## src/hw/sysarr_num_pkg.sv

```systemverilog
`default_nettype none

// arithmetic side of the array
package sysarr_num_pkg;

    // one data word, also the accumulator width
    localparam int WORD_W = 16;

    // weights, inputs, partials, sums and results all share this type
    typedef logic signed [WORD_W-1:0] word_t;

    // one multiply-accumulate step
    // product and sum both wrap to the word width
    function automatic word_t mac_step(input word_t acc, input word_t a, input word_t w);
        word_t prod;
        prod = word_t'(a * w);
        return word_t'(acc + prod);
    endfunction

endpackage

`default_nettype wire

```

## src/hw/sysarr_mac.sv

```systemverilog
`timescale 1ns/1ps
`default_nettype none

// one grid cell
// weight stays put, inputs move right, sums move down
module sysarr_mac
    import sysarr_num_pkg::*;
(
    input  logic   clk,
    input  logic   nRST,
    input  logic   weight_load,
    input  word_t  weight_in,
    input  logic   enable,
    input  word_t  in_value,
    input  word_t  in_accumulate,
    output word_t  in_pass,
    output word_t  out_accumulate
);

    word_t weight;
    word_t next_acc;

    // stationary weight, reused across jobs
    always_ff @(posedge clk, negedge nRST) begin
        if (!nRST) begin
            weight <= '0;
        end else if (weight_load) begin
            weight <= weight_in;
        end
    end

    // sum from above plus this cell's product
    assign next_acc = mac_step(in_accumulate, in_value, weight);

    // one hop per cycle in both directions
    always_ff @(posedge clk, negedge nRST) begin
        if (!nRST) begin
            in_pass        <= '0;
            out_accumulate <= '0;
        end else if (enable) begin
            in_pass        <= in_value;
            out_accumulate <= next_acc;
        end
    end

endmodule

`default_nettype wire

```

## config.mk

```make
export PLATFORM = sky130hd
export DESIGN_NAME = sysarr_mac
export DESIGN_NICKNAME = d
export VERILOG_FILES = /design/src/hw/sysarr_num_pkg.sv /design/src/hw/sysarr_mac.sv
export SDC_FILE = /design/constraint.sdc
export NUM_CORES = 1
export LEC_CHECK = 0
export ABC_AREA = 0
export BUFFER_PORTS_ARGS = -buffer_cell sky130_fd_sc_hd__buf_2
export CAP_MARGIN = 20
export CORE_ASPECT_RATIO = 0.6
export CORE_MARGIN = 3
export CORE_UTILIZATION = 54
export CTS_CLUSTER_DIAMETER = 120
export DETAILED_ROUTE_END_ITERATION = 10
export GPL_TIMING_DRIVEN = 1
export PLACE_DENSITY = 0.78
export SKIP_CTS_REPAIR_TIMING = 1
export SYNTH_ARGS = -nofsm -noshare
export SYNTH_HDL_FRONTEND = slang
export SYNTH_SLANG_ARGS = --single-unit
```

## constraint.sdc

```tcl
create_clock -name clk -period 5.4 [get_ports clk]
set_input_delay 0.81 -clock clk [delete_from_list [all_inputs] [get_ports clk]]
set_output_delay 0.81 -clock clk [all_outputs]
set_load 0.05 [all_outputs]
```

==> results.cfg <==
[run_status]
status = finished, violations left
violations = negative setup slack

[clock_tree]
insertion_delay_ns = 0.31
cts_tree = yes
clk_path_buf_depth = 2
clkTransAtPathRegs_ns = 0.08
cts_made_buffers = 5
htreeDepth = 2
cts_sinks = 48
cts_root_buf = clkbuf_16

[drt]
routed_wl_um = 16200
vias = 4792
drc = 0
via_per_inst = 5.034
drt_iter0_markers = 264
drtPass1Iterations = 5
ant_nets = 0
wl_per_cell_um = 17.01

[synthesis]
avgSynthCellArea_um2 = 9.882
synth_top_area_frac = 0.2863
syn-num-nets = 869
yosys_warnings = 0
ys_seq_elements = 48
synth_seq_area_share = 0.1847
synth-edff-count = 0
syn_area_um2 = 6502
ys.flop_type = dfrtp_1
yosysUniqueCellTypes = 36
synthArstFlopShare = 1.000
synth_top_area_cell = fa_1
synth.most_common_cell = inv_1
synth_commonest_cells = 167 x inv_1, 93 x fa_1, 78 x and2_1, 66 x ha_1, 51 x nand2_1
netlist_top_cells_area = fa_1 29%, dfrtp_1 18%, ha_1 13%
synth_cells = 658

[cells_and_area]
diodes = 0
fillers = 888
regArea_um2 = 1205
multiInputGateArea_um2 = 4748
area_growth_pct = 22.42
drive_above_1_share = 0.3232
nets = 1002
finalInstanceArea_um2 = 7960

[sta]
setup_viol = 1
fmax_mhz = 181.7
slew_headroom = 0.3795
finalCritPeriodShare = 1.019
tightest_slew_ns = 0.9307
fin_crit_ns = 5.504
finClkSkew_ns = 0.01444
final_hold_viol_count = 0
worst_slack_ns = -0.1044
holdWs_ns = 0.5043
rsz0062_at_grt = true
drv_slew = 0

[grt]
grt_pass1_vias = 5162
antenna_found_initial = 1
track_usage = 0.2508
grt_max_degree = 49
grt_pass1_wl_um = 26200
grt_remaining_overflow = 0

[floorplan]
start_util = 0.5643
dieArea_um2 = 13440
rows = 30
io_pins = 84
die_w_um = 147.7
core_area_um2 = 11520
die_h_um = 91

[flow_run]
drv_cap = 0

[placed_design]
dpl-instance-area_um2 = 7602
gp_congestion = 0.9319
dpl.hpwl_um = 13210
numPortBuffers = 83

[setup_path]
arrival_ns = 5.70
critPathMaxFanout = 7
worst_r2r_endpoint = out_accumulate[15]
crit_start = in_value[6]
crit_end = out_accumulate[15]
path_class = input port to flip-flop
worst-r2r-setup-slack_ns = -0.08
endpoint_kind = flip-flop
r2r_cells = 20
cp.required_ns = 5.60
worstReg2RegStart = weight[1]
cp-start-kind = input port

[min_path]
hold_class = flip-flop to flip-flop
min_path_cells = 1
## worst max-delay path, cell delays in order
cell and delay (ns):
buf_8 0.11, buf_12 0.12, and2_4 0.13, fa_1 0.51, inv_2 0.05, fa_1 0.49, inv_2 0.04, fa_1 0.47
inv_1 0.05, fa_1 0.50, inv_2 0.04, fa_1 0.47, inv_1 0.05, fa_1 0.49, inv_2 0.05, ha_4 0.16
or3_4 0.36, a31o_4 0.23, a31oi_4 0.20, xnor2_1 0.11, mux2_4 0.26
## how the worst min path moves through the flow
stage / startpoint / end
after CTS: in_pass[5] / in_pass[5]
final: in_pass[5] / in_pass[5]
after global routing: out_accumulate[2] / out_accumulate[2]
after global placement: in_pass[3] / in_pass[3]
after floorplan: weight[14] / weight[14]
after detailed placement: in_pass[5] / in_pass[5]
## cells in the final DEF (no fill, tap or decap), types with 2 or more instances in the layout
cell / Yosys / layout
nand2_1: 51 / 49
fa_1: 93 / 91
o21a_1: 5 / 5
or3_4: 0 / 3
ha_1: 66 / 57
buf_4: 0 / 61
xnor2_1: 28 / 28
nor2_1: 5 / 5
dfrtp_2: 0 / 3
nand2b_1: 3 / 3
nand2_2: 1 / 3
clkbuf_16: 0 / 5
mux2_2: 43 / 42
ha_4: 0 / 4
ha_2: 0 / 5
mux2_4: 1 / 2
buf_6: 0 / 9
a21oi_2: 0 / 2
o21ai_0: 4 / 3
xnor3_1: 2 / 2
and2_2: 6 / 4
a21oi_1: 7 / 5
inv_2: 0 / 9
xor2_1: 9 / 9
fa_2: 0 / 2
buf_12: 0 / 3
and2_1: 78 / 67
clkinv_4: 0 / 2
and2_4: 0 / 13
inv_1: 167 / 158
dfrtp_1: 48 / 45
a21o_1: 2 / 2
buf_2: 2 / 73
## logic make-up (layout without fill, tap and decap cells)
| kind of cell | after synthesis | after routing | share of synthesized area |
|---|---|---|---|
| DFF | 48 | 48 | 0.1847 |
| adders and majority gates | 159 | 159 | 0.4133 |
| xor gates and xnor gates | 40 | 40 | 0.05927 |
| buffers and inverters | 189 | 323 | 0.1095 |
| and+or+nand+nor | 151 | 151 | 0.1264 |
| AOI/OAI and AO/OA | 26 | 26 | 0.02848 |
| muxes | 45 | 45 | 0.07831 |
## cell type report
cell class / count / share of cell area
flip-flops and latches: 48 / 0.1514
inverters: 167 / 0.07875
clock inverters: 3 / 0.005973
multi-input cells: 421 / 0.5965
well taps: 160 / 0.02515
clock buffers: 5 / 0.01572
repair buffers: 148 / 0.1265
## sequential cells by signal, indices dropped and copies added, names as in the netlist
name	count
out_accumulate	16
weight	16
in_pass	16
## through the flow
step                std cells    util  worst slack [ns]  setup TNS, ns
floorplan                 658       -           -0.1047        -0.1770
global placement          943  0.6597           -0.4038         -1.181
detailed placement        943  0.6597           -0.5216         -1.726
CTS                       951  0.6747           -0.2406        -0.5140
global route              952  0.6908           -0.2113        -0.3225
finish                    952  0.6908           -0.1044        -0.1044
## per-layer routing
metal / vias up / routed length (um) / GRT usage / share of wire
met5: - / 7 / 0 / 0.00043
li1: 2221 / - / - / -
met1: 2371 / 7613 / 0.3783 / 0.47
met2: 177 / 6990 / 0.3751 / 0.43
met3: 21 / 1376 / 0.05686 / 0.085
met4: 2 / 210 / 0.04729 / 0.013
Power is left out: the tool's default activity adds up to more than one toggle a clock period on the data nets, which glitch-free logic cannot reach.
