==> config.mk <==
export PLATFORM = sky130hd
export DESIGN_NAME = sysarr_control_unit
export DESIGN_NICKNAME = d
export VERILOG_FILES = /design/src/hw/sysarr_ctrl_pkg.sv /design/src/hw/sysarr_control_unit.sv
export SDC_FILE = /design/constraint.sdc
export NUM_CORES = 1
export LEC_CHECK = 0
export BUFFER_PORTS_ARGS = -buffer_cell sky130_fd_sc_hd__clkbuf_2
export CAP_MARGIN = 0
export CORE_MARGIN = 4
export CORE_UTILIZATION = 30
export CTS_BUF_LIST = sky130_fd_sc_hd__clkbuf_8
export DETAILED_ROUTE_END_ITERATION = 8
export PLACE_DENSITY = 0.5
export SLEW_MARGIN = 20
export SYNTH_ARGS = -nofsm -noshare
export SYNTH_HDL_FRONTEND = slang
export SYNTH_SLANG_ARGS = --single-unit
export TNS_END_PERCENT = 50
==> constraint.sdc <==
create_clock -name clk -period 3.8 [get_ports clk]
set_input_delay 0.19 -clock clk [delete_from_list [all_inputs] [get_ports clk]]
set_output_delay 0.19 -clock clk [all_outputs]
set_load 0.02 [all_outputs]
==> src/hw/sysarr_ctrl_pkg.sv <==
`default_nettype none

// sequencing side of the array
package sysarr_ctrl_pkg;

    // job phases of the control unit
    typedef enum logic [1:0] {
        PH_LOAD    = 2'd0,
        PH_COMPUTE = 2'd1,
        PH_OUTPUT  = 2'd2
    } phase_t;

    // bits for an index 0..n-1, at least one
    function automatic int idx_w(input int n);
        return (n > 1) ? $clog2(n) : 1;
    endfunction

    // step counter holds 0..3n-1
    // so the last capture bound still fits
    function automatic int step_w(input int n);
        return idx_w(3 * n);
    endfunction

endpackage

`default_nettype wire

==> src/hw/sysarr_control_unit.sv <==
`timescale 1ns/1ps
`default_nettype none

// host strobe decode, job phases and the skewed grid schedule
module sysarr_control_unit
    import sysarr_ctrl_pkg::*;
#(
    parameter int N = 4
) (
    input  logic                 clk,
    input  logic                 nRST,
    input  logic                 weight_en,
    input  logic                 input_en,
    input  logic                 partial_en,
    input  logic                 row_in_en,
    input  logic                 row_ps_en,
    output logic                 fifo_has_space,
    output logic                 drained,
    output logic [N-1:0]         weight_load,
    output logic [N-1:0]         input_load,
    output logic [N-1:0]         partials_load,
    output logic [N-1:0]         in_fifo_shift,
    output logic [N-1:0]         ps_fifo_shift,
    output logic                 mac_enable,
    output logic [N-1:0]         capture,
    output logic                 out_en,
    output logic [idx_w(N)-1:0]  row_out
);

    localparam int IW = idx_w(N);
    localparam int CW = idx_w(N + 1);
    localparam int SW = step_w(N);
    localparam logic [IW-1:0] W_ROW_LAST = IW'(N - 1);
    localparam logic [CW-1:0] CNT_FULL = CW'(N);
    localparam logic [CW-1:0] CNT_LAST = CW'(N - 1);
    localparam logic [SW-1:0] STEP_LAST = SW'(3 * N - 2);
    localparam logic [SW-1:0] ROW_LAST = SW'(N - 1);

    phase_t phase;
    logic [IW-1:0] w_row;
    logic [CW-1:0] in_cnt;
    logic [CW-1:0] ps_cnt;
    logic [SW-1:0] step;
    logic w_take;
    logic in_take;
    logic ps_take;
    logic in_done;
    logic ps_done;

    assign fifo_has_space = (phase == PH_LOAD);
    assign mac_enable     = (phase == PH_COMPUTE);
    assign out_en         = (phase == PH_OUTPUT);
    // output row rides on the step counter
    assign row_out        = step[IW-1:0];

    // accepted strobes, weight wins over input on array_in
    assign w_take  = fifo_has_space && row_in_en && weight_en;
    assign in_take = fifo_has_space && row_in_en && input_en && !weight_en &&
                     (in_cnt != CNT_FULL);
    assign ps_take = fifo_has_space && row_ps_en && partial_en && (ps_cnt != CNT_FULL);

    // all vectors in, counting the one taken this cycle
    assign in_done = (in_cnt == CNT_FULL) || (in_take && in_cnt == CNT_LAST);
    assign ps_done = (ps_cnt == CNT_FULL) || (ps_take && ps_cnt == CNT_LAST);

    // one-hot row loads from the counters
    always_comb begin
        for (int i = 0; i < N; i++) begin
            weight_load[i]   = w_take && (w_row == IW'(i));
            input_load[i]    = in_take && (in_cnt == CW'(i));
            partials_load[i] = ps_take && (ps_cnt == CW'(i));
        end
    end

    // input fifo i shifts on steps i..i+N-1
    // column i sums leave the grid on steps N+i..2N+i-1
    always_comb begin
        for (int i = 0; i < N; i++) begin
            in_fifo_shift[i] = mac_enable && (step >= SW'(i)) && (step < SW'(i + N));
            capture[i]       = mac_enable && (step >= SW'(i + N)) &&
                               (step < SW'(i + 2 * N));
        end
    end

    // partial word r is consumed with the sum of row r
    assign ps_fifo_shift = capture;

    // weight rows wrap back to row 0
    always_ff @(posedge clk, negedge nRST) begin
        if (!nRST) begin
            w_row <= '0;
        end else if (w_take) begin
            w_row <= (w_row == W_ROW_LAST) ? '0 : w_row + 1'b1;
        end
    end

    // job phase sequencing
    always_ff @(posedge clk, negedge nRST) begin
        if (!nRST) begin
            phase   <= PH_LOAD;
            step    <= '0;
            in_cnt  <= '0;
            ps_cnt  <= '0;
            drained <= 1'b1;
        end else begin
            case (phase)
                PH_LOAD: begin
                    if (in_take) begin
                        in_cnt <= in_cnt + 1'b1;
                    end
                    if (ps_take) begin
                        ps_cnt <= ps_cnt + 1'b1;
                    end
                    // first vector of a job
                    if (in_take || ps_take) begin
                        drained <= 1'b0;
                    end
                    // last vector taken, start the grid next cycle
                    if (in_done && ps_done) begin
                        phase  <= PH_COMPUTE;
                        step   <= '0;
                        in_cnt <= '0;
                        ps_cnt <= '0;
                    end
                end
                PH_COMPUTE: begin
                    if (step == STEP_LAST) begin
                        phase <= PH_OUTPUT;
                        step  <= '0;
                    end else begin
                        step <= step + 1'b1;
                    end
                end
                PH_OUTPUT: begin
                    // one result row per cycle
                    if (step == ROW_LAST) begin
                        phase   <= PH_LOAD;
                        step    <= '0;
                        drained <= 1'b1;
                    end else begin
                        step <= step + 1'b1;
                    end
                end
                default: begin
                    phase <= PH_LOAD;
                    step  <= '0;
                end
            endcase
        end
    end

endmodule

`default_nettype wire

==> impl_metrics.py <==
metrics = {
    "outcome": {
        "status": "finished, final reports clean",
    },
    "synth": {
        "syn_area_sq_um": 1350,
        "postSynthAreaPerCell_sq_um": 8.48,
        "ys_async_sr_fraction_pct": 100,
        "ys_seq_area_share_pct": 27.9,
        "syn_nets": 187,
        "synthFlopType": "dfrtp_1",
        "synth_cell_types": 41,
        "synth-seq-cells": 15,
        "yosys_warnings": 0,
        "synth_cells": 159,
        "synth_edf_count": 0,
    },
    "clocking": {
        "clk_latency_ps": 250,
        "path_clk_slew_ps": 60,
        "root_buffer": "clkbuf_8",
        "cts_buffers": 3,
        "clock_path_buffers": 2,
        "cts_tree": "built",
        "clock_sinks": 15,
        "postCtsSetupBuffers": 0,
        "htree_levels": 1,
    },
    "placed_design": {
        "dp_hpwl_um": 2450,
        "place_congestion": 0.898,
        "port_buffers": 36,
    },
    "worst_setup_path": {
        "arrival_ps": 1840,
        "worstPathMaxFanout": 10,
        "critPathTopFamily": "simple AND/OR/NAND/NOR gates",
        "cpPeakStageDelay_ps": 400,
        "worstReg2RegStart": "phase[0]",
        "r2r_setup_slack_ps": 1800,
        "critPathLaunchType": "flip-flop",
        "critPathSlowestCell": "dfrtp_1",
        "worst-path-buf-inv": 2,
        "r2r_cells": 6,
        "cp_cell_sequence": "inv_1, ha_1, and4b_1, and3_1, clkbuf_2",
        "worstPathRequired_ps": 3610,
        "r2r-end": "ps_cnt[1]",
        "critical_path_class": "flip-flop to output pin",
        "critPathCaptureType": "output pin",
    },
    "timing": {
        "tns_ps": 0,
        "relSlewSlack_pct": 73.6,
        "worst_pin_slew_ps": 396,
        "finalSetupViolCount": 0,
        "maxSlewViolCount": 0,
        "rsz0062_at_grt": "false",
        "period_minus_slack_ps": 2030,
        "fmax_ghz": 0.493,
        "finalHoldViolations": 0,
        "period_share_pct": 53.3,
        "fin_worst_skew_ps": 3.26,
    },
    "run": {
        "drv_cap": 0,
    },
    "finish": {
        "fillCellCount": 444,
        "nets": 219,
        "syn_to_final_growth_pct": 17.8,
        "diodes": 0,
        "drive_gt1_share_pct": 22.6,
    },
    "global_route": {
        "grt_pass1_vias": 1090,
        "grt_pass1_wl_um": 4850,
        "grt_use_total_pct": 11.0,
        "antenna_found_initial": 0,
        "overflow": 0,
        "grt_max_degree": 16,
    },
    "hold_path": {
        "hp-class": "input port to asynchronous set/reset pin",
    },
    "power": {
        "switchingPower_uw": 464,
        "seq_power_share_pct": 29.5,
        "ir_drop_mv": 0.187,
        "p_int_uw": 509,
        "p_clk_share_pct": 13.3,
        "switching_share_pct": 47.7,
        "leakage_nw": 0.807,
        "finalPower_uw": 974,
        "p_comb_share_pct": 57.2,
        "power_density_nw_per_um2": 613,
    },
    "routing": {
        "drc": 0,
        "dr.pass1.iters": 4,
        "avgRoutedWirePerCell_um": 12.3,
        "first_iter_violations": 38,
        "final_antenna_net_count": 0,
        "vias_per_cell": 4.91,
        "dr_total_vias": 1189,
        "wl_um": 2970,
    },
    "floorplan": {
        "initial_utilization_pct": 30.9,
        "boundaryPins": 37,
        "die_area_sq_um": 5630,
        "std_cell_rows": 24,
        "die_h_um": 75.0,
        "coreArea_sq_um": 4350,
        "die_x_um": 75.0,
    },
}
[worst max path at each step]
stage	start	end	slack, ps	cells after the start
after floorplan	phase[0]	ps_cnt[1]	1850	7
after global placement	in_cnt[0]	phase[0]	1840	6
after detailed placement	phase[0]	ps_cnt[1]	1800	6
after CTS	phase[0]	input_load[1]	1750	5
after global routing	phase[1]	input_load[1]	1630	5
final	phase[0]	input_load[1]	1770	5
[final cells by class]
| cell class | instances | area (sq um) | share of cell area, % |
|---|---|---|---|
| Multi-Input combinational cell | 118 | 850 | 53.5 |
| Sequential cell | 15 | 377 | 23.7 |
| Timing Repair Buffer | 37 | 190 | 12.0 |
| Tap cell | 52 | 65.1 | 4.10 |
| Inverter | 16 | 60.1 | 3.78 |
| Clock buffer | 3 | 41.3 | 2.60 |
| Clock inverter | 1 | 5.00 | 0.315 |
[power groups by stage]
stage               Clock [mW]  Combinational (mW)  Sequential [mW]
finish                   0.129               0.557            0.287
global route             0.145               0.631            0.301
CTS                      0.139               0.565            0.288
detailed placement           0               0.561            0.290
global placement             0               0.544            0.287
floorplan                    0               0.431            0.272
[registers in the layout, summed over array words and instances (netlist names)]
| signal | cells |
|---|---|
| in_cnt | 3 |
| w_row | 2 |
| drained | 1 |
| phase | 2 |
| step | 4 |
| ps_cnt | 3 |
[kinds of logic after synthesis]
family	after synthesis	share of synthesized area (%)
XOR/XNOR	1	0.650
adder cells (fa/ha/maj)	21	19.5
multiplexers	3	2.51
AO/OA/AOI/OAI	33	15.9
buffers and inverters	26	9.01
flip-flops	15	27.9
AND/OR/NAND/NOR	60	24.5
[placed cells by master, fill, tap and decap left out, drive strengths merged, types with 2 or more instances in the layout]
cell    instances
ha             21
dfrtp          14
a21oi           5
o32ai           2
and2           15
nand3           4
o21ai          13
inv            16
nor2           10
clkbuf         39
nand2          13
mux2            3
o31ai           2
and3            5
nand2b          3
[synthesized netlist by cell type (2+ instances only)]
library cell   n  area (sq um)
inv_1         16          60.1
o32ai_1        2          17.5
nand2_1       13          48.8
clkbuf_1       3          11.3
nand2b_1       3          18.8
ha_1          21           263
dfrtp_1       14           350
and2_1        15          93.8
mux2_1         2          22.5
and3_1         5          31.3
a21oi_1        5          25.0
nand3_1        4          20.0
nor2_1        10          37.5
buf_4          6          45.0
o21ai_0       13          65.1
o31ai_1        2          15.0
[worst register-to-register path, cell delays in order (launching register included)]
cell      delay (ps)
dfrtp_1          370
inv_1             90
ha_1             310
and4b_1          330
a211oi_1         410
nor2_1           100
mux2_2           280
[per-layer routing]
| layer | global-route usage, % | part of all wire [%] | up-vias |
|---|---|---|---|
| li1 | - | - | 599 |
| met1 | 13.6 | 45 | 570 |
| met2 | 18.9 | 50 | 18 |
| met3 | 3.47 | 3.9 | 2 |
| met4 | 2.17 | 0.40 | 0 |
| met5 | 0 | 0 | - |
[through the flow]
stage	instances	utilization, %	cell area (sq um)	hold slack, ps	setup WS [ps]
finish	242	36.5	1590	404	1770
CTS	242	36.5	1590	414	1750
global placement	237	35.2	1530	135	1840
global route	242	36.5	1590	448	1630
floorplan	159	-	1350	-106	1850
detailed placement	237	35.2	1530	142	1800
[what timing repair did]
item                       in CTS  in global routing
hold buffers                    1                  0
setup endpoints to repair       0                  0
gates resized for setup         0                  0
hold endpoints to repair       14                  0
No activity file was read; power rests on OpenSTA's default activity.
