### config.mk
export PLATFORM = sky130hd
export DESIGN_NAME = sysarr_row_fifo
export DESIGN_NICKNAME = d
export VERILOG_FILES = /design/src/hw/sysarr_num_pkg.sv /design/src/hw/sysarr_row_fifo.sv
export SDC_FILE = /design/constraint.sdc
export NUM_CORES = 1
export LEC_CHECK = 0
export BUFFER_PORTS_ARGS = -buffer_cell sky130_fd_sc_hd__buf_2
export CAP_MARGIN = 20
export CORE_UTILIZATION = 47
export DETAILED_ROUTE_END_ITERATION = 6
export MAX_ROUTING_LAYER = met4
export PLACE_DENSITY = 0.76
export SYNTH_ARGS = -nofsm -noshare
export SYNTH_HDL_FRONTEND = slang
export SYNTH_SLANG_ARGS = --single-unit
### constraint.sdc
create_clock -name clk -period 0.8 [get_ports clk]
set_input_delay 0.08 -clock clk [delete_from_list [all_inputs] [get_ports clk]]
set_output_delay 0.08 -clock clk [all_outputs]
set_load 0.01 [all_outputs]
### src/hw/sysarr_num_pkg.sv
`default_nettype none

// arithmetic side of the array
package sysarr_num_pkg;

    // one data word, also the accumulator width
    localparam int WORD_W = 16;

    // weights, inputs, partials, sums and results all share this type
    typedef logic signed [WORD_W-1:0] word_t;

    // one multiply-accumulate step
    // product and sum both wrap to the word width
    function automatic word_t mac_step(input word_t acc, input word_t a, input word_t w);
        word_t prod;
        prod = word_t'(a * w);
        return word_t'(acc + prod);
    endfunction

endpackage

`default_nettype wire

### src/hw/sysarr_row_fifo.sv
`timescale 1ns/1ps
`default_nettype none

// parallel load, one word out per shift
// feeds a grid row or a partial column
module sysarr_row_fifo
    import sysarr_num_pkg::*;
#(
    parameter int N = 4
) (
    input  logic              clk,
    input  logic              nRST,
    input  logic              load,
    input  logic              shift,
    input  word_t [N-1:0]     load_values,
    output word_t             out
);

    // word 0 sits at the top index
    word_t [N-1:0] words;

    always_ff @(posedge clk, negedge nRST) begin
        if (!nRST) begin
            words <= '0;
        end else if (load) begin
            // whole vector at once
            words <= load_values;
        end else if (shift) begin
            // next word moves up, zero fills from the bottom
            words <= {words[N-2:0], {WORD_W{1'b0}}};
        end
    end

    // head of the register
    // zero once the vector has drained out
    assign out = words[N-1];

endmodule

`default_nettype wire

==> results of run 1 <==
path summary, 6_finish.rpt:
kind,depth (start not counted),slack [ns],endpoint
worst max-delay path,1,-0.15,out[5]
worst min-delay path,3,0.02,out[6]
worst max register to register,3,-0.05,out[6]
worst min register to register,2,0.53,words[4]
max in group asynchronous,3,0.20,words[32]
min in group asynchronous,3,0.30,out[14]
cell families (layout without fill, tap and decap cells):
| kind of cell | after synthesis | in the layout | synth area share (%) |
|---|---|---|---|
| AOI/OAI and AO/OA | 64 | 64 | 10.7 |
| buffers and inverters | 37 | 189 | 10.2 |
| DFF | 64 | 64 | 52.3 |
| muxes | 48 | 48 | 15.7 |
| and+or+nand+nor | 80 | 80 | 11.1 |
metal layers:
layer  GRT usage [%]  part of all wire, %  vias up
li1                -                    -     1261
met1            22.4                   41     1200
met2            38.4                   53       54
met3            4.07                  3.4       14
met4            10.5                  2.4        0
met5               -                    0        -
metrics by stage:
stage / setup TNS [ns] / setup WS (ns) / total power, mW / instances
after global routing: -3.22 / -0.178 / 7.96 / 522
after CTS: -2.22 / -0.151 / 7.59 / 522
after floorplan: 0 / 0.0256 / 4.51 / 293
after global placement: -0.987 / -0.0374 / 4.83 / 435
final: -2.26 / -0.153 / 7.57 / 522
after detailed placement: -1.89 / -0.0728 / 4.88 / 435
sequential cells by signal, summed over array words and instances (netlist names):
| signal | cells |
|---|---|
| out | 16 |
| words | 48 |
area by class of cell:
cell class / instances / area [µm²] / area share [%]
timing repair buffer: 174 / 1370 / 31.3
sequential: 64 / 1600 / 36.5
tap: 77 / 96.3 / 2.19
multi-input combinational: 192 / 1150 / 26.2
clock inverter: 4 / 20.0 / 0.456
clock buffer: 11 / 151 / 3.45
timing repair:
action,4_1_cts,5_1_grt
endpoints found under the hold margin,127,0
gates cloned,0,0
setup endpoints to repair,16,24
pin swaps,0,2
resized for setup,0,6
hold buffers,64,0
setup buffers,8,0
power by group:
part	switching [mW]	internal [mW]
Clock	1.16	1.25
Sequential	0.177	3.54
Combinational	0.615	0.835
Total	1.95	5.63
cells in the mapped netlist:
master	instances
buf_8	1
o21ai_2	2
nand2_1	64
o21ai_1	50
buf_2	4
clkbuf_1	5
mux2i_1	48
nand2b_1	16
o21ai_0	12
dfrtp_1	64
buf_4	21
buf_6	2
buf_12	4
==> results.cfg, run 1 <==
[detailed_routing]
drtIter0Drc = 146
wl_per_cell_um = 13.1
ant_nets = 0
drc = 0
wl_mm = 6.82
vias_per_cell = 4.84
vias = 2529
drtPass1Iterations = 4

[floorplan]
die_x_um = 82.7
die_area_um2 = 6850
die_h_um = 82.7
core_um2 = 6310
ios = 84
fp-row-count = 29
initial_utilization_pct = 48.5

[yosys]
syn_nets = 361
yosys_warnings = 0
post_synth_num_cell_types = 13
synth_largest_area_cell = dfrtp_1
syn_area_um2 = 3060
synth_top_area_share_pct = 52.3
ys_seq_elements = 64
syn_inst = 293
ys_top_cells_by_area = dfrtp_1, mux2i_1, o21ai_1
yosysSeqAreaShare_pct = 52.3
synth_area_per_cell_um2 = 10.5

[setup_path]
worstPathArrival_ns = 0.87
crit_path_max_fanout = 2
crit_type = reg2out
endpoint_kind = output port
cp_slowest_cell = dfrtp_1
critPathLaunch = out[5]
critPathTopFamily = flip-flops
cp-start-kind = flop
worstPathRequired_ns = 0.72
r2r_start = out[6]
slowest_delay_ns = 0.41
crit_chain = buf_6
crit_buf_inv = 1

[power]
power.density_nw_per_um2 = 1720
p_leak_nw = 2.19
peakVddDrop_mv = 1.02

[sta]
slew_viol_final = 0
fin_crit_ns = 0.953
fin_crit_sh_pct = 119
slew_headroom_pct = 76.9
fin_ws_ns = -0.153
whs_ns = 0.0182
hold_viol = 0
rsz0062_at_grt = true
fin_skew_ns = 0.00939
fmaxAchievable_ghz = 1.05
setup_viol = 24
worst_pin_slew_ns = 0.346

[layout]
final_cell_mix = buf_2, nand2_1, dlygate4sd3_1, dfrtp_1, o21ai_1
final_util_pct = 69.6
final_layout_size_suffix_gt1_share_pct = 28.5
nNetsFinal = 509
syn2layout_area_growth_pct = 43.3
antenna_cells = 0
n_fill_cell = 488
final_common_cell = buf_2
fin_area_um2 = 4390

[flow_run]
max_cap_violations = 0

[run_status]
violations = setup timing
status = finished with violations

[clock_tree]
clockRootBuffer = clkbuf_8
insertion_delay_ns = 0.33
max-clock-path-buffers = 2
cts_inserted_buffers = 9
htree_levels = 3
cts.sink_count = 64
cts_tree = yes
clk_pin_slew_ns = 0.06

[global_route]
grt_usage_pct = 21.4
gr-total-overflow = 0
antenna_found_initial = 0
grt_pass1_vias = 2551
grt_pass1_wl_mm = 10.5
grt_max_degree = 65

[placed_design]
dpl.hpwl_mm = 4.01
port_buffers = 83
gp_congestion = 0.757
place_area_um2 = 3480

[hold_path]
hp-start = load_values[54]
min_path_type = in2reg
No activity file was read; power rests on OpenSTA's default activity.
==> run 2, diff against run 1 <==
Settings changed: CORE_ASPECT_RATIO set to 1.2, CORE_UTILIZATION 47 to 49, CTS_BUF_LIST set to sky130_fd_sc_hd__clkbuf_4, GPL_ROUTABILITY_DRIVEN set to 1, PLACE_DENSITY 0.76 to 0.78.
==> run 2 against run 1 <==
Effect of this change: the flow still finishes with violations (setup timing); sequential share of layout area shrank 0.26 points; first-iteration DRC count grew 12%; non-clock buffer count grew 11; via count grew 2.6%; hold slack gained 0.064 ns; cell area grew 0.71%; clock skew grew 0.0042 ns; global-route usage grew 2.8 points; core utilization grew 3.5 points; combinational power grew 7%; sequential power is essentially flat; sequential cell count is the same; critical path type unchanged.
==> results.cfg, run 2 (synthesis gave the netlist of run 1 again) <==
[run_status]
status = finished with violations
violations = setup timing

[sta]
fin_crit_sh_pct = 130
fin_tns_setup_ns = -3.72
fin_crit_ns = 1.04
hold_viol = 0
whs_ns = 0.0825
slew_headroom_pct = 76.5
fin_skew_ns = 0.0136
fmaxAchievable_ghz = 0.959
worst_pin_slew_ns = 0.353
setup_viol = 29
rsz0062_at_grt = true
slew_viol_final = 0
fin_ws_ns = -0.242

[detailed_routing]
vias = 2596
drc = 0
drtIter0Drc = 163
vias_per_cell = 4.84
wl_mm = 7.39
drtPass1Iterations = 4
wl_per_cell_um = 13.8
ant_nets = 0

[layout]
final_cell_mix = buf_2, dlygate4sd3_1, nand2_1, dfrtp_1, o21ai_1
fin_area_um2 = 4420
n_fill_cell = 432
syn2layout_area_growth_pct = 44.3
final_layout_size_suffix_gt1_share_pct = 29.1
largest_reg_flops = 48
antenna_cells = 0
nNetsFinal = 520
final_common_cell = buf_2
final_util_pct = 73.1
stdcell_count = 536
regMostFlops = words

[setup_path]
crit_buf_inv = 1
cp_slowest_cell = dfrtp_1
crit_chain = buf_2
cp-start-kind = flop
crit_type = reg2out
endpoint_kind = output port
slowest_delay_ns = 0.42
worstPathRequired_ns = 0.72
worstPathArrival_ns = 0.96
crit_path_max_fanout = 2
critPathTopFamily = flip-flops

[power]
p_leak_nw = 2.21
power_frac_comb_pct = 22.5
seq_power_share_pct = 53.8
internal_power_mw = 5.03
peakVddDrop_mv = 0.982
swShare_pct = 27.2
clkPwrFrac_pct = 23.7
power.density_nw_per_um2 = 1560
p_switching_mw = 1.88

[global_route]
grt_pass1_wl_mm = 11.4
grt_usage_pct = 24.3
gr-total-overflow = 0
antenna_found_initial = 0
grt_max_degree = 65
grt_pass1_vias = 2597

[floorplan]
ios = 84
initial_utilization_pct = 50.6
die_area_um2 = 6580
core_um2 = 6050
fp-row-count = 31
die_x_um = 74.2
die_h_um = 88.6

[placed_design]
place_area_um2 = 3530
dpl.hpwl_mm = 4.30
gp_congestion = 0.775
dpl.cell_count = 442
port_buffers = 83

[flow_run]
max_cap_violations = 0

[clock_tree]
cts.sink_count = 64
clk_pin_slew_ns = 0.10
insertion_delay_ns = 0.39
max-clock-path-buffers = 2
cts_inserted_buffers = 9
clockRootBuffer = clkbuf_4
cts_tree = yes
htree_levels = 3

[hold_path]
min_path_type = in2reg
## run 2: cell types whose count changed in the layout (fill, tap and decap cells not counted), sizes merged
| cell | previous run | this run |
|---|---|---|
| clkinv | 4 | 3 |
| clkbuf | 11 | 10 |
| dlygate4sd3 | 64 | 66 |
| buf | 110 | 119 |
## run 2: routing by layer
metal,up-vias,share of wire [%],global-route usage [%]
li1,1292,-,-
met3,25,3.1,4.78
met5,-,0,-
met2,74,52,39.8
met4,0,3.4,13.6
met1,1205,42,27.5
## run 2: final cells by class
| class | count | area (µm²) | area share [%] |
|---|---|---|---|
| flip-flops and latches | 64 | 1600 | 36.2 |
| repair buffers | 185 | 1480 | 33.5 |
| multi-input cells | 192 | 1150 | 26.0 |
| well taps | 82 | 103 | 2.32 |
| clock buffers | 10 | 75.1 | 1.70 |
| clock inverters | 3 | 12.5 | 0.283 |
## run 2: worst paths after layout
path / startpoint / endpoint / slack, ns / cells past startpoint
min in group asynchronous: nRST / words[26] / 0.21 / 3
max reg2reg: out[4] / out[4] / -0.18 / 4
min reg2reg: words[10] / words[10] / 0.54 / 2
min: load / out[5] / 0.08 / 3
max: out[4] / out[4] / -0.24 / 1
max in group asynchronous: nRST / words[7] / 0.28 / 3
## run 2: power groups by stage
stage / combinational (mW) / sequential [mW] / clock, mW
2_1_floorplan: 0.797 / 3.71 / 0
3_3_place_gp: 1.11 / 3.75 / 0
3_5_place_dp: 1.14 / 3.77 / 0
4_1_cts: 1.50 / 3.70 / 1.68
5_1_grt: 1.71 / 3.74 / 1.84
6_report: 1.55 / 3.71 / 1.64
## run 2: repair_timing
| item | CTS | global route |
|---|---|---|
| gates cloned | 0 | 0 |
| setup buffers | 12 | 6 |
| pin swaps | 0 | 6 |
| hold buffers | 66 | 0 |
| setup endpoints to repair | 16 | 32 |
| gates resized for setup | 2 | 8 |
| hold endpoints to repair | 128 | 0 |
## run 2: through the flow
step | setup WS [ns] | total power [mW]
final | -0.242 | 6.90
after detailed placement | -0.0483 | 4.91
after global routing | -0.283 | 7.30
after global placement | -0.00540 | 4.86
after floorplan | 0.0256 | 4.51
after CTS | -0.243 | 6.88
==> run 3, diff against run 2 <==
Settings changed: GPL_TIMING_DRIVEN set to 0, SLEW_MARGIN set to 25.
==> run 3 against run 2 <==
Effect of this change: the flow still finishes with violations (setup timing); critical path type unchanged; hold slack lost 0.066 ns; count of clock-buffer cells in the layout is the same; largest cell class is now non-clock buffers; largest power group unchanged; non-clock buffer count grew 9; cell count grew 2.2%.
==> results.cfg, run 3 (synthesis gave the netlist of run 1 again) <==
[power]
swShare_pct = 27.4
internal_power_mw = 5.52
peakVddDrop_mv = 1.19
power_frac_comb_pct = 23.2
power.density_nw_per_um2 = 1650
p_switching_mw = 2.09
clkPwrFrac_pct = 27.6
p_leak_nw = 2.28
p_total_mw = 7.61
seq_power_share_pct = 49.2

[layout]
final_common_cell = buf_2
syn2layout_area_growth_pct = 50.6
multiInputGateArea_um2 = 1150
regMostFlops = words
nNetsFinal = 529
regArea_um2 = 1600
final_cell_mix = buf_2, dlygate4sd3_1, nand2_1, dfrtp_1, o21ai_1
final_layout_size_suffix_gt1_share_pct = 29.4
n_fill_cell = 400
final_util_pct = 76.3
fin_area_um2 = 4620
largest_reg_flops = 48
antenna_cells = 0

[global_route]
grt_usage_pct = 28.6
antenna_found_initial = 0
gr-total-overflow = 0
grt_pass1_vias = 2717
grt_pass1_wl_mm = 13.2
grt_max_degree = 49

[clock_tree]
htree_levels = 3
clockRootBuffer = clkbuf_4
insertion_delay_ns = 0.42
cts_tree = yes
cts_inserted_buffers = 9
clk_pin_slew_ns = 0.11
cts.sink_count = 64
max-clock-path-buffers = 2

[detailed_routing]
vias = 2750
ant_nets = 0
wl_mm = 8.72
drc = 0
vias_per_cell = 5.02
wl_per_cell_um = 15.9
drtPass1Iterations = 5
drtIter0Drc = 204

[sta]
worst_pin_slew_ns = 0.611
hold_viol = 0
slew_viol_final = 0
slew_headroom_pct = 59.3
fin_skew_ns = 0.0151
fin_crit_sh_pct = 143
fin_ws_ns = -0.347
fin_crit_ns = 1.15
setup_viol = 30
fmaxAchievable_ghz = 0.872
rsz0062_at_grt = true

[placed_design]
place_area_um2 = 3600
port_buffers = 81
dpl.hpwl_mm = 5.02
gp_congestion = 0.803
pre_cts_slack_ns = -0.217

[setup_path]
worstPathArrival_ns = 1.07
crit_type = reg2out
worstPathRequired_ns = 0.72
crit_path_max_fanout = 2
cp-start-kind = flop
endpoint_kind = output port

[floorplan]
die_h_um = 88.6
initial_utilization_pct = 50.6
die_area_um2 = 6580
fp-row-count = 31
ios = 84
die_x_um = 74.2
core_um2 = 6050

[run_status]
violations = setup timing
status = finished with violations

[hold_path]
min_path_type = in2reg

[flow_run]
max_cap_violations = 0
run 3: cell types whose count changed in the layout (fill, tap and decap cells not counted), sizes merged:
cell	change
clkbuf	+5
buf	+4
clkinv	+2
bufinv	+1
run 3: final cells by class:
class | count | share of cell area, %
well taps | 82 | 2.22
repair buffers | 163 | 28.8
flip-flops and latches | 64 | 34.7
clock inverters | 6 | 1.08
clock buffers | 10 | 1.63
multi-input cells | 192 | 24.9
plain buffers | 31 | 6.64
run 3: what timing repair did:
action	in CTS	in global routing
buffers inserted	12	7
setup endpoints to repair	16	33
resized for setup	26	8
hold endpoints to repair	128	0
hold buffers	66	0
run 3: worst paths after layout:
path	start	end	slack, ns	depth (start not counted)
min in group asynchronous	nRST	words[15]	0.07	2
max reg2reg	out[4]	out[4]	-0.21	4
max in group asynchronous	nRST	words[5]	0.21	3
min	load	words[2]	0.02	3
max	out[4]	out[4]	-0.35	2
min reg2reg	words[5]	words[5]	0.54	2
run 3: power groups by stage:
stage               Sequential [mW]  Combinational, mW  Clock (mW)
detailed placement             3.77               1.26           0
global route                   3.77               1.92        2.26
CTS                            3.72               1.69        2.09
finish                         3.74               1.77        2.10
floorplan                      3.71              0.797           0
global placement               3.76               1.20           0
run 3: per-stage QoR:
| step | hold WS (ns) | TNS (ns) | instances |
|---|---|---|---|
| 4_1_cts | 0.000961 | -5.27 | 545 |
| 3_5_place_dp | -0.0290 | -6.54 | 457 |
| 3_3_place_gp | 0.291 | -42.13 | 456 |
| 6_report | 0.0167 | -5.94 | 548 |
| 2_1_floorplan | -0.216 | 0 | 293 |
| 5_1_grt | 0.0308 | -7.04 | 548 |
run 3: critical path, stage by stage, from the launching register on:
cell and delay [ns]:
dfrtp_1 0.42, buf_6 0.12, buf_6 0.11
run 3: routing by layer:
metal / share of wire, % / vias to the layer above / track usage (%) / wire length [µm]
met1: 41 / 1323 / 33.3 / 3540
li1: - / 1302 / - / -
met3: 5.1 / 16 / 6.38 / 441
met5: 0 / - / - / 0
met2: 52 / 109 / 47.8 / 4570
met4: 2.0 / 0 / 11.2 / 172
