[config.mk]
export PLATFORM = sky130hd
export DESIGN_NAME = sysarr_result_buffer
export DESIGN_NICKNAME = d
export VERILOG_FILES = /design/src/hw/sysarr_ctrl_pkg.sv /design/src/hw/sysarr_num_pkg.sv /design/src/hw/sysarr_result_buffer.sv
export SDC_FILE = /design/constraint.sdc
export NUM_CORES = 1
export LEC_CHECK = 0
export BUFFER_PORTS_ARGS = -buffer_cell sky130_fd_sc_hd__buf_2
export CAP_MARGIN = 20
export CORE_UTILIZATION = 55
export CTS_CLUSTER_SIZE = 14
export DETAILED_ROUTE_END_ITERATION = 16
export GPL_ROUTABILITY_DRIVEN = 0
export PLACE_DENSITY_LB_ADDON = 0.1
export REMOVE_ABC_BUFFERS = 1
export SLEW_MARGIN = 10
export SYNTH_ARGS = -nofsm -noshare
export SYNTH_HDL_FRONTEND = slang
export SYNTH_SLANG_ARGS = --single-unit
[constraint.sdc]
create_clock -name clk -period 3.6 [get_ports clk]
set_clock_uncertainty 0.05 [all_clocks]
set_input_delay 0.18 -clock clk [delete_from_list [all_inputs] [get_ports clk]]
set_output_delay 0.18 -clock clk [all_outputs]
set_load 0.02 [all_outputs]
[src/hw/sysarr_ctrl_pkg.sv]
`default_nettype none

// sequencing side of the array
package sysarr_ctrl_pkg;

    // job phases of the control unit
    typedef enum logic [1:0] {
        PH_LOAD    = 2'd0,
        PH_COMPUTE = 2'd1,
        PH_OUTPUT  = 2'd2
    } phase_t;

    // bits for an index 0..n-1, at least one
    function automatic int idx_w(input int n);
        return (n > 1) ? $clog2(n) : 1;
    endfunction

    // step counter holds 0..3n-1
    // so the last capture bound still fits
    function automatic int step_w(input int n);
        return idx_w(3 * n);
    endfunction

endpackage

`default_nettype wire

[src/hw/sysarr_num_pkg.sv]
`default_nettype none

// arithmetic side of the array
package sysarr_num_pkg;

    // one data word, also the accumulator width
    localparam int WORD_W = 16;

    // weights, inputs, partials, sums and results all share this type
    typedef logic signed [WORD_W-1:0] word_t;

    // one multiply-accumulate step
    // product and sum both wrap to the word width
    function automatic word_t mac_step(input word_t acc, input word_t a, input word_t w);
        word_t prod;
        prod = word_t'(a * w);
        return word_t'(acc + prod);
    endfunction

endpackage

`default_nettype wire

[src/hw/sysarr_result_buffer.sv]
`timescale 1ns/1ps
`default_nettype none

// partial adders on the bottom edge and the result store
module sysarr_result_buffer
    import sysarr_num_pkg::*;
    import sysarr_ctrl_pkg::*;
#(
    parameter int N = 4
) (
    input  logic                 clk,
    input  logic                 nRST,
    // indexed by column, not host word order
    input  word_t [N-1:0]        col_sums,
    input  word_t [N-1:0]        partials,
    input  logic [N-1:0]         capture,
    input  logic [idx_w(N)-1:0]  row_out,
    // host order, word 0 at the top index
    output word_t [N-1:0]        array_output
);

    localparam int IW = idx_w(N);
    localparam logic [IW-1:0] SLOT_LAST = IW'(N - 1);

    // column sum plus partial, wraps like the grid
    word_t [N-1:0] sums;
    // results[n][r] holds row r of column n
    word_t [N-1:0] results [N];
    // next row slot per column
    logic [IW-1:0] slot [N];

    genvar n;
    generate
        for (n = 0; n < N; n++) begin : g_col
            assign sums[n] = col_sums[n] + partials[n];

            always_ff @(posedge clk, negedge nRST) begin
                if (!nRST) begin
                    slot[n]    <= '0;
                    results[n] <= '0;
                end else if (capture[n]) begin
                    results[n][slot[n]] <= sums[n];
                    // wraps after row N-1
                    // a new job starts at row 0
                    slot[n] <= (slot[n] == SLOT_LAST) ? '0 : slot[n] + 1'b1;
                end
            end

            // selected row, column n lands at word n
            assign array_output[N-1-n] = results[n][row_out];
        end
    endgenerate

endmodule

`default_nettype wire

==> summary.txt, run 1 <==
STA
  – Slew @ Worst Pin: 1.095 ns
  – Fmax: 0.4029 GHz
  – Minimum clock period: 2.482 ns
  – Relative slew slack: 27.01%
  – Unrepaired setup endpoints after global routing: no
  – Max-slew violations: 0
  – Period Utilization, post-route: 68.94%
  – Final hold violation count: 0
  – Final setup fails: 0
  – Setup TNS: 0 ns
  – Setup ws final: 1.118 ns

Layout
  – Design area: 0.01698 mm2
  – Final #Nets: 1730
  – Multi-input gate area: 0.007701 mm2
  – Proportion of layout cells with a drive suffix above 1: 28.71%
  – Register area: 0.006606 mm2
  – Area Growth Syn to Fin: 16.00%
  – Fill count: 2095

Worst setup path
  – FF-to-FF setup slack: 1.52 ns
  – Worst Setup Start Kind: input pin
  – Reg2Reg Depth: 4
  – Critical R2R Launch: slot[0]
  – Setup CP Type: in -> reg
  – Worst r2r dst: results[42]
  – Crit-path max FO: 4
  – Worst path required time: 3.96 ns
  – Arrival @ worst endpoint: 2.85 ns
  – Critical Path End Type: flop

Logic synthesis
  – Post-synth top area share: 45.14%
  – Seq/Total Area, Yosys: 45.14%
  – Syn avg cell area: 10.98 um2
  – Flops & latches, synth: 264
  – Netlist Area Pre-Place: 0.01464 mm2
  – XOR/XNOR Fraction of Synth Area: 2.812%
  – EDFF count, synth: 0
  – Ranking of synthesized cells by area: dfrtp_1 (45%), mux4_2 (9.8%), mux2_2 (9.2%)
  – Mux share of post-synthesis cell area: 19.70%
  – Cell taking the most area after synthesis: dfrtp_1
  – Synth warn: 0
  – Synth Flop Type: dfrtp_1
  – Synth top cells by count: dfrtp_1 (264), nand2_1 (239), o21ai_0 (122)
  – Post-Synth Adder-Cell Area: 7.044%
  – Post-Syn Instances: 1333
  – Most common cell in the netlist: dfrtp_1
  – Post-synthesis compound-gate area fraction: 12.57%
  – Main combinational cell family by area after synthesis: multiplexers
  – Simple-Gate Fraction of Synth Area: 10.50%
  – Async SR Flop Fraction: 100.0%
  – Cell variety after synth: 55

Floorplan
  – I/O pins: 200
  – Die width: 165.1 um
  – Die area: 0.02727 mm2
  – Placeable Area: 0.02606 mm2
  – Starting Density: 56.17%
  – Row Count: 59
  – Die H: 165.1 um

Placed design
  – PortBufs: 199
  – Pre-CTS worst setup slack: 0.9754 ns
  – Post-DP HPWL: 22790 um
  – Post-DP Area: 0.01591 mm2

Route
  – Vias: 10962
  – DRT Pass-1 Iters: 5
  – Post-route ant nets: 0
  – Drc violations: 0
  – Total wire length: 33390 um
  – DR WL/cell: 17.84 um
  – DR vias/cell: 5.856
  – Drt initial violations: 720

CTS
  – H-tree Lvls: 1
  – Clk pin slew, worst setup/hold paths: 0.06 ns
  – Worst-skew pair later-pin latency: 0.53 ns
  – CTS tree: built
  – Clock Tree Buf Depth: 3
  – Clk sinks: 264
  – CTS Root Cell: clkbuf_16
  – CTS buffer count: 28
  – PostCTS Resize Cnt: 0

Global route
  – Global-route wire length before repair: 53850 um
  – Vias in the first global route: 10608
  – Initial antenna violation count: 1
  – GRT overflow: 0
  – Largest net degree at the start of global routing: 101
  – Global Route Usage Sum: 24.85%

Power and ir drop
  – Peak supply drop: 534.1 uV
  – Leak Pwr: 7.834 nW
  – Pwr per Cell Area: 756.1 mW/mm2

Worst hold path
  – Hold EP: results[176]
  – Hold_sp: partials[16]
  – Worst min-delay path class: in -> reg
  – Hold path cells: 3

Outcome
  – Outcome: finished, final reports clean

Job
  – Max-cap viol count: 0
[per-stage QoR]
stage | utilization (%) | total power, mW | hold slack, ns | instances
after global routing | 65.16 | 13.70 | 0.04653 | 1872
after detailed placement | 61.06 | 9.861 | 0.2251 | 1811
final | 65.16 | 12.84 | 0.02240 | 1872
after global placement | 61.06 | 9.653 | 0.2156 | 1811
after floorplan | - | 8.392 | -0.1656 | 1270
after CTS | 65.15 | 12.95 | 0.004792 | 1871
[cell families after synthesis]
group | count (synthesis)
fa+ha+maj | 80
flops | 264
compound gates | 300
simple gates | 364
xor+xnor | 47
buf+inv | 85
mux | 193
[power by group]
group	switching [mW]	internal (mW)
clock network	1.17	1.87
logic	2.45	2.21
registers	0.720	4.42
total	4.34	8.50
[how the worst max path moves through the flow]
stage              endpoint  slack, ns          from  depth (start not counted)
2_1_floorplan  results[110]       1.41  col_sums[32]                          8
3_3_place_gp   results[108]       1.02  col_sums[32]                          9
3_5_place_dp   results[108]       0.98  col_sums[32]                          9
4_1_cts         results[10]       1.16  col_sums[48]                         10
5_1_grt         results[10]       0.99  col_sums[48]                         10
6_report        results[10]       1.12  col_sums[48]                         10
[metal layers]
layer | part of all wire, % | up-vias | track usage [%]
li1 | - | 5233 | -
met4 | 2.4 | 0 | 7.089
met5 | 0 | - | 0
met1 | 45 | 5361 | 34.81
met2 | 48 | 309 | 40.36
met3 | 5.0 | 59 | 3.546
[cell usage in the layout (no fill, tap or decap), types with 7 or more instances in the layout]
master / n
buf_2: 196
mux2_2: 120
o31ai_1: 22
a21oi_1: 58
and2_1: 7
nand2_1: 239
xnor2_1: 32
ha_1: 76
clkbuf_8: 9
dlygate4sd3_1: 8
mux4_2: 64
a31oi_1: 14
a21o_1: 22
clkbuf_16: 29
a211oi_1: 9
nor2_1: 45
dfrtp_1: 264
nand4_1: 7
nor3_1: 24
o21a_1: 10
xor2_1: 15
o21ai_0: 122
inv_1: 22
nand3_1: 13
clkbuf_1: 7
and3_1: 9
mux2i_1: 9
[timing repair]
item,in CTS,in global routing
setup buffers,0,0
hold buffers,8,0
endpoints found under the hold margin,109,0
[state kept, by name, indices dropped and copies added, names as in the netlist]
| name | count |
|---|---|
| results | 256 |
| slot | 8 |
[critical path, stage by stage]
cell           delay [ns]
dlygate4sd3_1        0.53
buf_2                0.12
ha_1                 0.22
fa_1                 0.43
a211oi_1             0.33
o21ai_0              0.23
nand3_1              0.17
nor2b_1              0.19
xnor2_1              0.15
mux2_2               0.30
[cell type report]
type                    count  share of cell area (%)
clock inverters             7                  0.6485
well taps                 335                   2.469
multi-input cells         984                   45.36
repair buffers            214                   6.956
inverters                  22                  0.4864
clock buffers              45                   5.158
flip-flops and latches    264                   38.91
diodes                      1                 0.01474
Note: power is estimated with default switching activity, not from simulation.
==> run 2, diff against run 1 <==
Clock period 3.6 ns to 2.4 ns, I/O delays scaled along.
==> run 2 against run 1 <==
Non-clock buffer count grew 49; global-route usage grew 0.60 points; flip-flop and latch count is the same; largest cell class unchanged; highest routed layer unchanged.
==> summary.txt, run 2 (synthesized netlist as in run 1, its figures left out) <==
Layout
  – Largest regs: results: 256 flops, slot: 8 flops
  – Util after Layout: 66.91% (+1.8 points)
  – Final #Nets: 1780 (+2.9%)
  – Proportion of layout cells with a drive suffix above 1: 30.91% (+2.2 points)
  – Design area: 0.01744 mm2 (+2.7%)
  – Top reg by flops: results
  – Largest register FFs: 256 (unchanged)
  – Most frequent cells in the layout: dfrtp_1 (264), nand2_1 (239), buf_2 (196)
  – ANT cells: 0 (-1)
  – Area Growth Syn to Fin: 19.13%
  – Leading cell type in the layout, fill and taps excluded: dfrtp_1

Placed design
  – PortBufs: 199 (unchanged)
  – Pre-CTS worst setup slack: -0.02156 ns (-0.9970 ns)
  – Post-DP HPWL: 24420 um (+7.1%)
  – Post-DP Area: 0.01630 mm2 (+2.5%)

Worst setup path
  – Worst Setup Start Kind: input pin
  – CP bufs+invs: 2 (unchanged)
  – CP delay by family, top: compound AO/OA/AOI/OAI gates
  – Crit-path max FO: 4 (unchanged)
  – Setup CP Type: in -> reg
  – Worst-path cell chain: dlygate4sd3_1 -> buf_2 -> ha_1 -> fa_1 -> a21oi_2 -> o211ai_1 -> a311o_1 -> a31oi_1 -> xor2_1 -> o21ai_0
  – Crit-path slowest cell: dlygate4sd3_1
  – Arrival @ worst endpoint: 2.63 ns (-0.22 ns)
  – FF-to-FF setup slack: 0.46 ns (-1.06 ns)
  – CP max stage delay: 0.53 ns (about the same)
  – Critical Path End Type: flop
  – Worst path required time: 2.76 ns (-1.20 ns)

Floorplan
  – Placeable Area: 0.02606 mm2 (unchanged)
  – I/O pins: 200 (unchanged)
  – Die H: 165.1 um (unchanged)
  – Die width: 165.1 um (unchanged)
  – Die area: 0.02727 mm2 (unchanged)
  – Starting Density: 56.17% (unchanged)
  – Row Count: 59 (unchanged)

Power and ir drop
  – Pwr per Cell Area: 1121 mW/mm2 (+48%)
  – Sequential power share: 39.5% (-0.5 points)
  – Comb pwr share: 37.1% (+0.8 points)
  – Power, Total: 19.55 mW (+52%)
  – Pint: 12.94 mW (+52%)
  – Clk pwr share: 23.4% (-0.3 points)
  – Switch share: 33.82% (+0.051 points)
  – Leak Pwr: 8.093 nW (+3.3%)
  – Peak supply drop: 752.2 uV (+41%)
  – Sw Pwr: 6.612 mW (+52%)

Global route
  – GR Util met3: 3.147% (-0.40 points)
  – Met2 Use GR: 43.17% (+2.8 points)
  – GRT overflow: 0 (unchanged)
  – Global-route wire length before repair: 55060 um (+2.3%)
  – Initial antenna violation count: 0 (-1)
  – Met1 Use GR: 34.88% (+0.071 points)
  – GRT busiest layer: met2
  – Largest net degree at the start of global routing: 60 (-41%)
  – Vias in the first global route: 10851 (+2.3%)
  – Global Route Usage Sum: 25.45% (+0.60 points)

Route
  – Total wire length: 34220 um (+2.5%)
  – DR WL/cell: 17.82 um (about the same)
  – Drt initial violations: 661 (-8.2%)
  – Vias: 11012 (+0.46%)
  – DR vias/cell: 5.735 (-2.1%)
  – Drc violations: 0 (unchanged)
  – DRT Pass-1 Iters: 5 (unchanged)
  – Post-route ant nets: 0 (unchanged)

STA
  – Final hold violation count: 0 (unchanged)
  – Max-slew violations: 0 (unchanged)
  – Final setup fails: 0 (unchanged)
  – Slew @ Worst Pin: 0.6865 ns (-0.4084 ns)
  – Relative slew slack: 54.24% (+27 points)
  – Setup ws final: 0.1279 ns (-0.9901 ns)
  – Fmax: 0.4401 GHz
  – Setup TNS: 0 ns (unchanged)
  – Minimum clock period: 2.272 ns
  – Unrepaired setup endpoints after global routing: yes
  – Period Utilization, post-route: 94.67%

CTS
  – H-tree Lvls: 1 (unchanged)
  – Clk sinks: 264 (unchanged)
  – Worst-skew pair later-pin latency: 0.54 ns (about the same)
  – Clock Tree Buf Depth: 3 (unchanged)
  – CTS tree: built
  – Clk pin slew, worst setup/hold paths: 0.06 ns (about the same)
  – CTS Root Cell: clkbuf_16
  – CTS buffer count: 29 (+3.6%)

Worst hold path
  – Worst min-delay path class: in -> reg

Outcome
  – Outcome: finished, final reports clean

Job
  – Max-cap viol count: 0 (unchanged)
-- run 2: cell types whose count changed in the layout (fill, tap and decap cells not counted), moves of 2 or more --
cell	before	now
buf_4	6	46
buf_12	3	8
dlygate4sd3_1	8	12
clkbuf_1	7	5
o311ai_0	4	2
o311ai_1	1	3
-- run 2: worst paths after layout --
path	startpoint	end	cells past startpoint
max in group asynchronous	nRST	results[100]	4
max	partials[16]	results[172]	10
min in group asynchronous	nRST	results[251]	2
min reg2reg	results[255]	results[255]	2
min	partials[49]	results[33]	4
max reg2reg	slot[6]	results[238]	7
-- run 2: per-stage QoR --
stage               std cells  hold slack (ns)
floorplan                1270          -0.2256
detailed placement       1855          0.04978
global route             1920          0.02162
CTS                      1919         0.006112
global placement         1855          0.04875
finish                   1920          0.03292
-- run 2: area by class of cell --
type,count,area (um2)
Fill cell,2052,8622
Multi-Input combinational cell,984,7710
Sequential cell,264,6606
Timing Repair Buffer,263,1622
Clock buffer,43,868.3
Tap cell,335,419.2
Clock inverter,9,128.9
Inverter,22,82.58
-- run 2: repair_timing --
| action | 4_1_cts | 5_1_grt |
|---|---|---|
| gates resized for setup | 0 | 5 |
| setup buffers | 0 | 1 |
| endpoints found under the hold margin | 278 | 0 |
| hold buffers | 12 | 0 |
| setup endpoints to repair | 0 | 18 |
-- run 2: power groups by stage --
stage / combinational (mW) / sequential (mW) / clock (mW)
CTS: 7.31 / 7.71 / 4.66
floorplan: 5.20 / 7.39 / 0
global route: 8.01 / 7.99 / 4.82
finish: 7.26 / 7.71 / 4.57
detailed placement: 7.24 / 7.77 / 0
global placement: 7.06 / 7.64 / 0
-- run 2: routing by layer --
| metal | up-vias | routed length [um] |
|---|---|---|
| met3 | 44 | 1487 |
| met2 | 259 | 16860 |
| li1 | 5318 | - |
| met1 | 5391 | 15170 |
| met5 | - | 0 |
| met4 | 0 | 703 |
-- run 2: worst reg2reg max path, stage by stage, from the launching register on --
cell	delay, ns
dfrtp_1	0.39
inv_1	0.10
ha_1	0.22
and2_1	0.37
nand2_1	0.18
nor2_1	0.05
a222oi_1	0.28
o311ai_1	0.15
==> run 3, diff against run 2 <==
Settings changed: RECOVER_POWER set to 50.
==> run 3 against run 2 <==
First-iteration DRC count grew 2.0%; flip-flop and latch count is the same; cell area decreased by 0.17%; critical path type unchanged; worst setup slack worse by 0.00084 ns; worst hold slack is essentially flat; combinational power about the same; non-clock buffer count is the same; highest routed layer unchanged; the flow now finishes with violations (max-capacitance violations, max-slew violations); core utilization fell by 0.12 points.
==> summary.txt, run 3 (synthesized netlist as in run 1, its figures left out) <==
Power and ir drop
  – Peak supply drop: 756.1 uV (+0.51%)
  – Sequential power share: 39.5% (about the same)
  – Comb pwr share: 37.1% (about the same)
  – Pwr per Cell Area: 1122 mW/mm2 (+0.13%)
  – Switch share: 33.86% (+0.035 points)
  – Clk pwr share: 23.4% (about the same)
  – Power, Total: 19.54 mW (about the same)
  – Pint: 12.92 mW (about the same)
  – Leak Pwr: 8.075 nW (-0.22%)
  – Sw Pwr: 6.615 mW (about the same)

STA
  – Minimum clock period: 2.273 ns (+0.0008440 ns)
  – Max-slew violations: 56 (+56)
  – Unrepaired setup endpoints after global routing: yes
  – Relative slew slack: -12.26% (-66 points)
  – Final hold violation count: 0 (unchanged)
  – Period Utilization, post-route: 94.70% (about the same)
  – Final setup fails: 0 (unchanged)
  – Setup ws final: 0.1271 ns (-0.0008440 ns)
  – Slew @ Worst Pin: 1.684 ns (+0.9975 ns)
  – Setup TNS: 0 ns (unchanged)
  – Fmax: 0.4400 GHz (about the same)

Worst setup path
  – CP delay by family, top: compound AO/OA/AOI/OAI gates
  – Setup crit start: partials[16]
  – Crit-path slowest cell: dlygate4sd3_1
  – CP bufs+invs: 2 (unchanged)
  – Reg2Reg Depth: 7 (unchanged)
  – Setup CP Type: in -> reg
  – Critical Path End Type: flop
  – CP max stage delay: 0.53 ns (about the same)
  – Worst path required time: 2.76 ns (about the same)
  – Critical path depth: 10 (unchanged)
  – Worst-path cell chain: dlygate4sd3_1 -> buf_2 -> ha_1 -> fa_1 -> a21oi_2 -> o211ai_1 -> a311o_1 -> a31oi_1 -> xor2_1 -> o21ai_0
  – Arrival @ worst endpoint: 2.63 ns (about the same)
  – Critical R2R Launch: slot[6]
  – Crit-path max FO: 4 (unchanged)
  – Worst Setup Start Kind: input pin

Layout
  – Util after Layout: 66.80% (-0.12 points)
  – ANT cells: 0 (unchanged)
  – Proportion of layout cells with a drive suffix above 1: 30.66% (-0.25 points)
  – Most frequent cells in the layout: dfrtp_1 (264), nand2_1 (239), buf_2 (196)
  – Largest register FFs: 256 (unchanged)
  – Top reg by flops: results
  – Final #Nets: 1780 (unchanged)
  – Design area: 0.01741 mm2 (-0.17%)
  – Area Growth Syn to Fin: 18.93%
  – Fill count: 2059 (+0.34%)
  – Leading cell type in the layout, fill and taps excluded: dfrtp_1
  – Largest regs: results: 256 flops, slot: 8 flops

Global route
  – Met2 Use GR: 43.17% (unchanged)
  – Largest net degree at the start of global routing: 60 (unchanged)
  – Initial antenna violation count: 0 (unchanged)
  – Global Route Usage Sum: 25.45% (unchanged)
  – Met1 Use GR: 34.88% (unchanged)
  – GRT busiest layer: met2
  – Vias in the first global route: 10851 (unchanged)
  – Global-route wire length before repair: 55060 um (unchanged)
  – GR Util met3: 3.147% (unchanged)
  – GRT overflow: 0 (unchanged)

Placed design
  – Pre-CTS worst setup slack: -0.02156 ns (unchanged)
  – Post-DP HPWL: 24420 um (unchanged)
  – PortBufs: 199 (unchanged)
  – Post-DP Area: 0.01630 mm2 (unchanged)

Outcome
  – Outcome: finished, violations left
  – Violated checks: max-capacitance violations, max-slew violations

Floorplan
  – Placeable Area: 0.02606 mm2 (unchanged)
  – Starting Density: 56.17% (unchanged)
  – I/O pins: 200 (unchanged)
  – Die width: 165.1 um (unchanged)
  – Die H: 165.1 um (unchanged)
  – Die area: 0.02727 mm2 (unchanged)
  – Row Count: 59 (unchanged)

CTS
  – CTS buffer count: 29 (unchanged)
  – Clk pin slew, worst setup/hold paths: 0.06 ns (about the same)
  – CTS tree: built
  – Clock Tree Buf Depth: 3 (unchanged)
  – Clk sinks: 264 (unchanged)
  – H-tree Lvls: 1 (unchanged)
  – Worst-skew pair later-pin latency: 0.54 ns (about the same)
  – CTS Root Cell: clkbuf_16

Route
  – Post-route ant nets: 0 (unchanged)
  – Drt initial violations: 674 (+2.0%)
  – Drc violations: 0 (unchanged)
  – Vias: 10994 (-0.16%)
  – DRT Pass-1 Iters: 5 (unchanged)
  – DR WL/cell: 17.83 um (about the same)
  – Total wire length: 34240 um (about the same)
  – DR vias/cell: 5.726 (-0.16%)

Worst hold path
  – Worst min-delay path class: in -> reg
  – Hold_sp: partials[49]
  – Hold path cells: 4 (unchanged)

Job
  – Max-cap viol count: 1 (+1)
run 3: worst register-to-register path, stage by stage, from the launching register on:
cell and delay [ns]:
dfrtp_1 0.39, inv_1 0.10, ha_1 0.22, and2_1 0.37, nand2_1 0.19, nor2_1 0.05, a222oi_1 0.28, o311ai_1 0.15
run 3: layout make-up:
class | count | area [um2] | share of cell area (%)
inverters | 22 | 82.58 | 0.4744
flip-flops and latches | 264 | 6606 | 37.95
well taps | 335 | 419.2 | 2.408
clock inverters | 9 | 128.9 | 0.7404
clock buffers | 43 | 868.3 | 4.988
multi-input cells | 984 | 7710 | 44.29
repair buffers | 263 | 1592 | 9.143
run 3: power by group through the flow:
| stage | logic, mW | clock network [mW] | registers [mW] |
|---|---|---|---|
| after global routing | 8.00 | 4.82 | 7.99 |
| after detailed placement | 7.24 | 0 | 7.77 |
| after global placement | 7.06 | 0 | 7.64 |
| final | 7.25 | 4.57 | 7.72 |
| after floorplan | 5.20 | 0 | 7.39 |
| after CTS | 7.31 | 4.66 | 7.71 |
run 3: metal layers:
layer	up-vias	share of wire (%)
li1	5319	-
met1	5370	44
met2	261	49
met3	44	4.4
met4	0	2.1
met5	-	0
run 3: through the flow:
step / cells / hold WS (ns)
6_report: 1920 / 0.03306
5_1_grt: 1920 / 0.02162
4_1_cts: 1919 / 0.006112
3_5_place_dp: 1855 / 0.04978
3_3_place_gp: 1855 / 0.04875
2_1_floorplan: 1270 / -0.2256
run 3: timing repair:
item	4_1_cts	5_1_grt
setup buffers	0	1
endpoints found under the setup margin	0	18
gates resized for setup	0	5
hold buffers	12	0
hold endpoints to repair	278	0
run 3: worst paths after layout:
| path | to | slack (ns) |
|---|---|---|
| worst max-delay path | results[172] | 0.13 |
| worst min-delay path | results[33] | 0.03 |
| worst max register to register | results[238] | 0.46 |
| worst min register to register | results[255] | 0.42 |
| max in group asynchronous | results[210] | 0.52 |
| min in group asynchronous | results[219] | 0.51 |
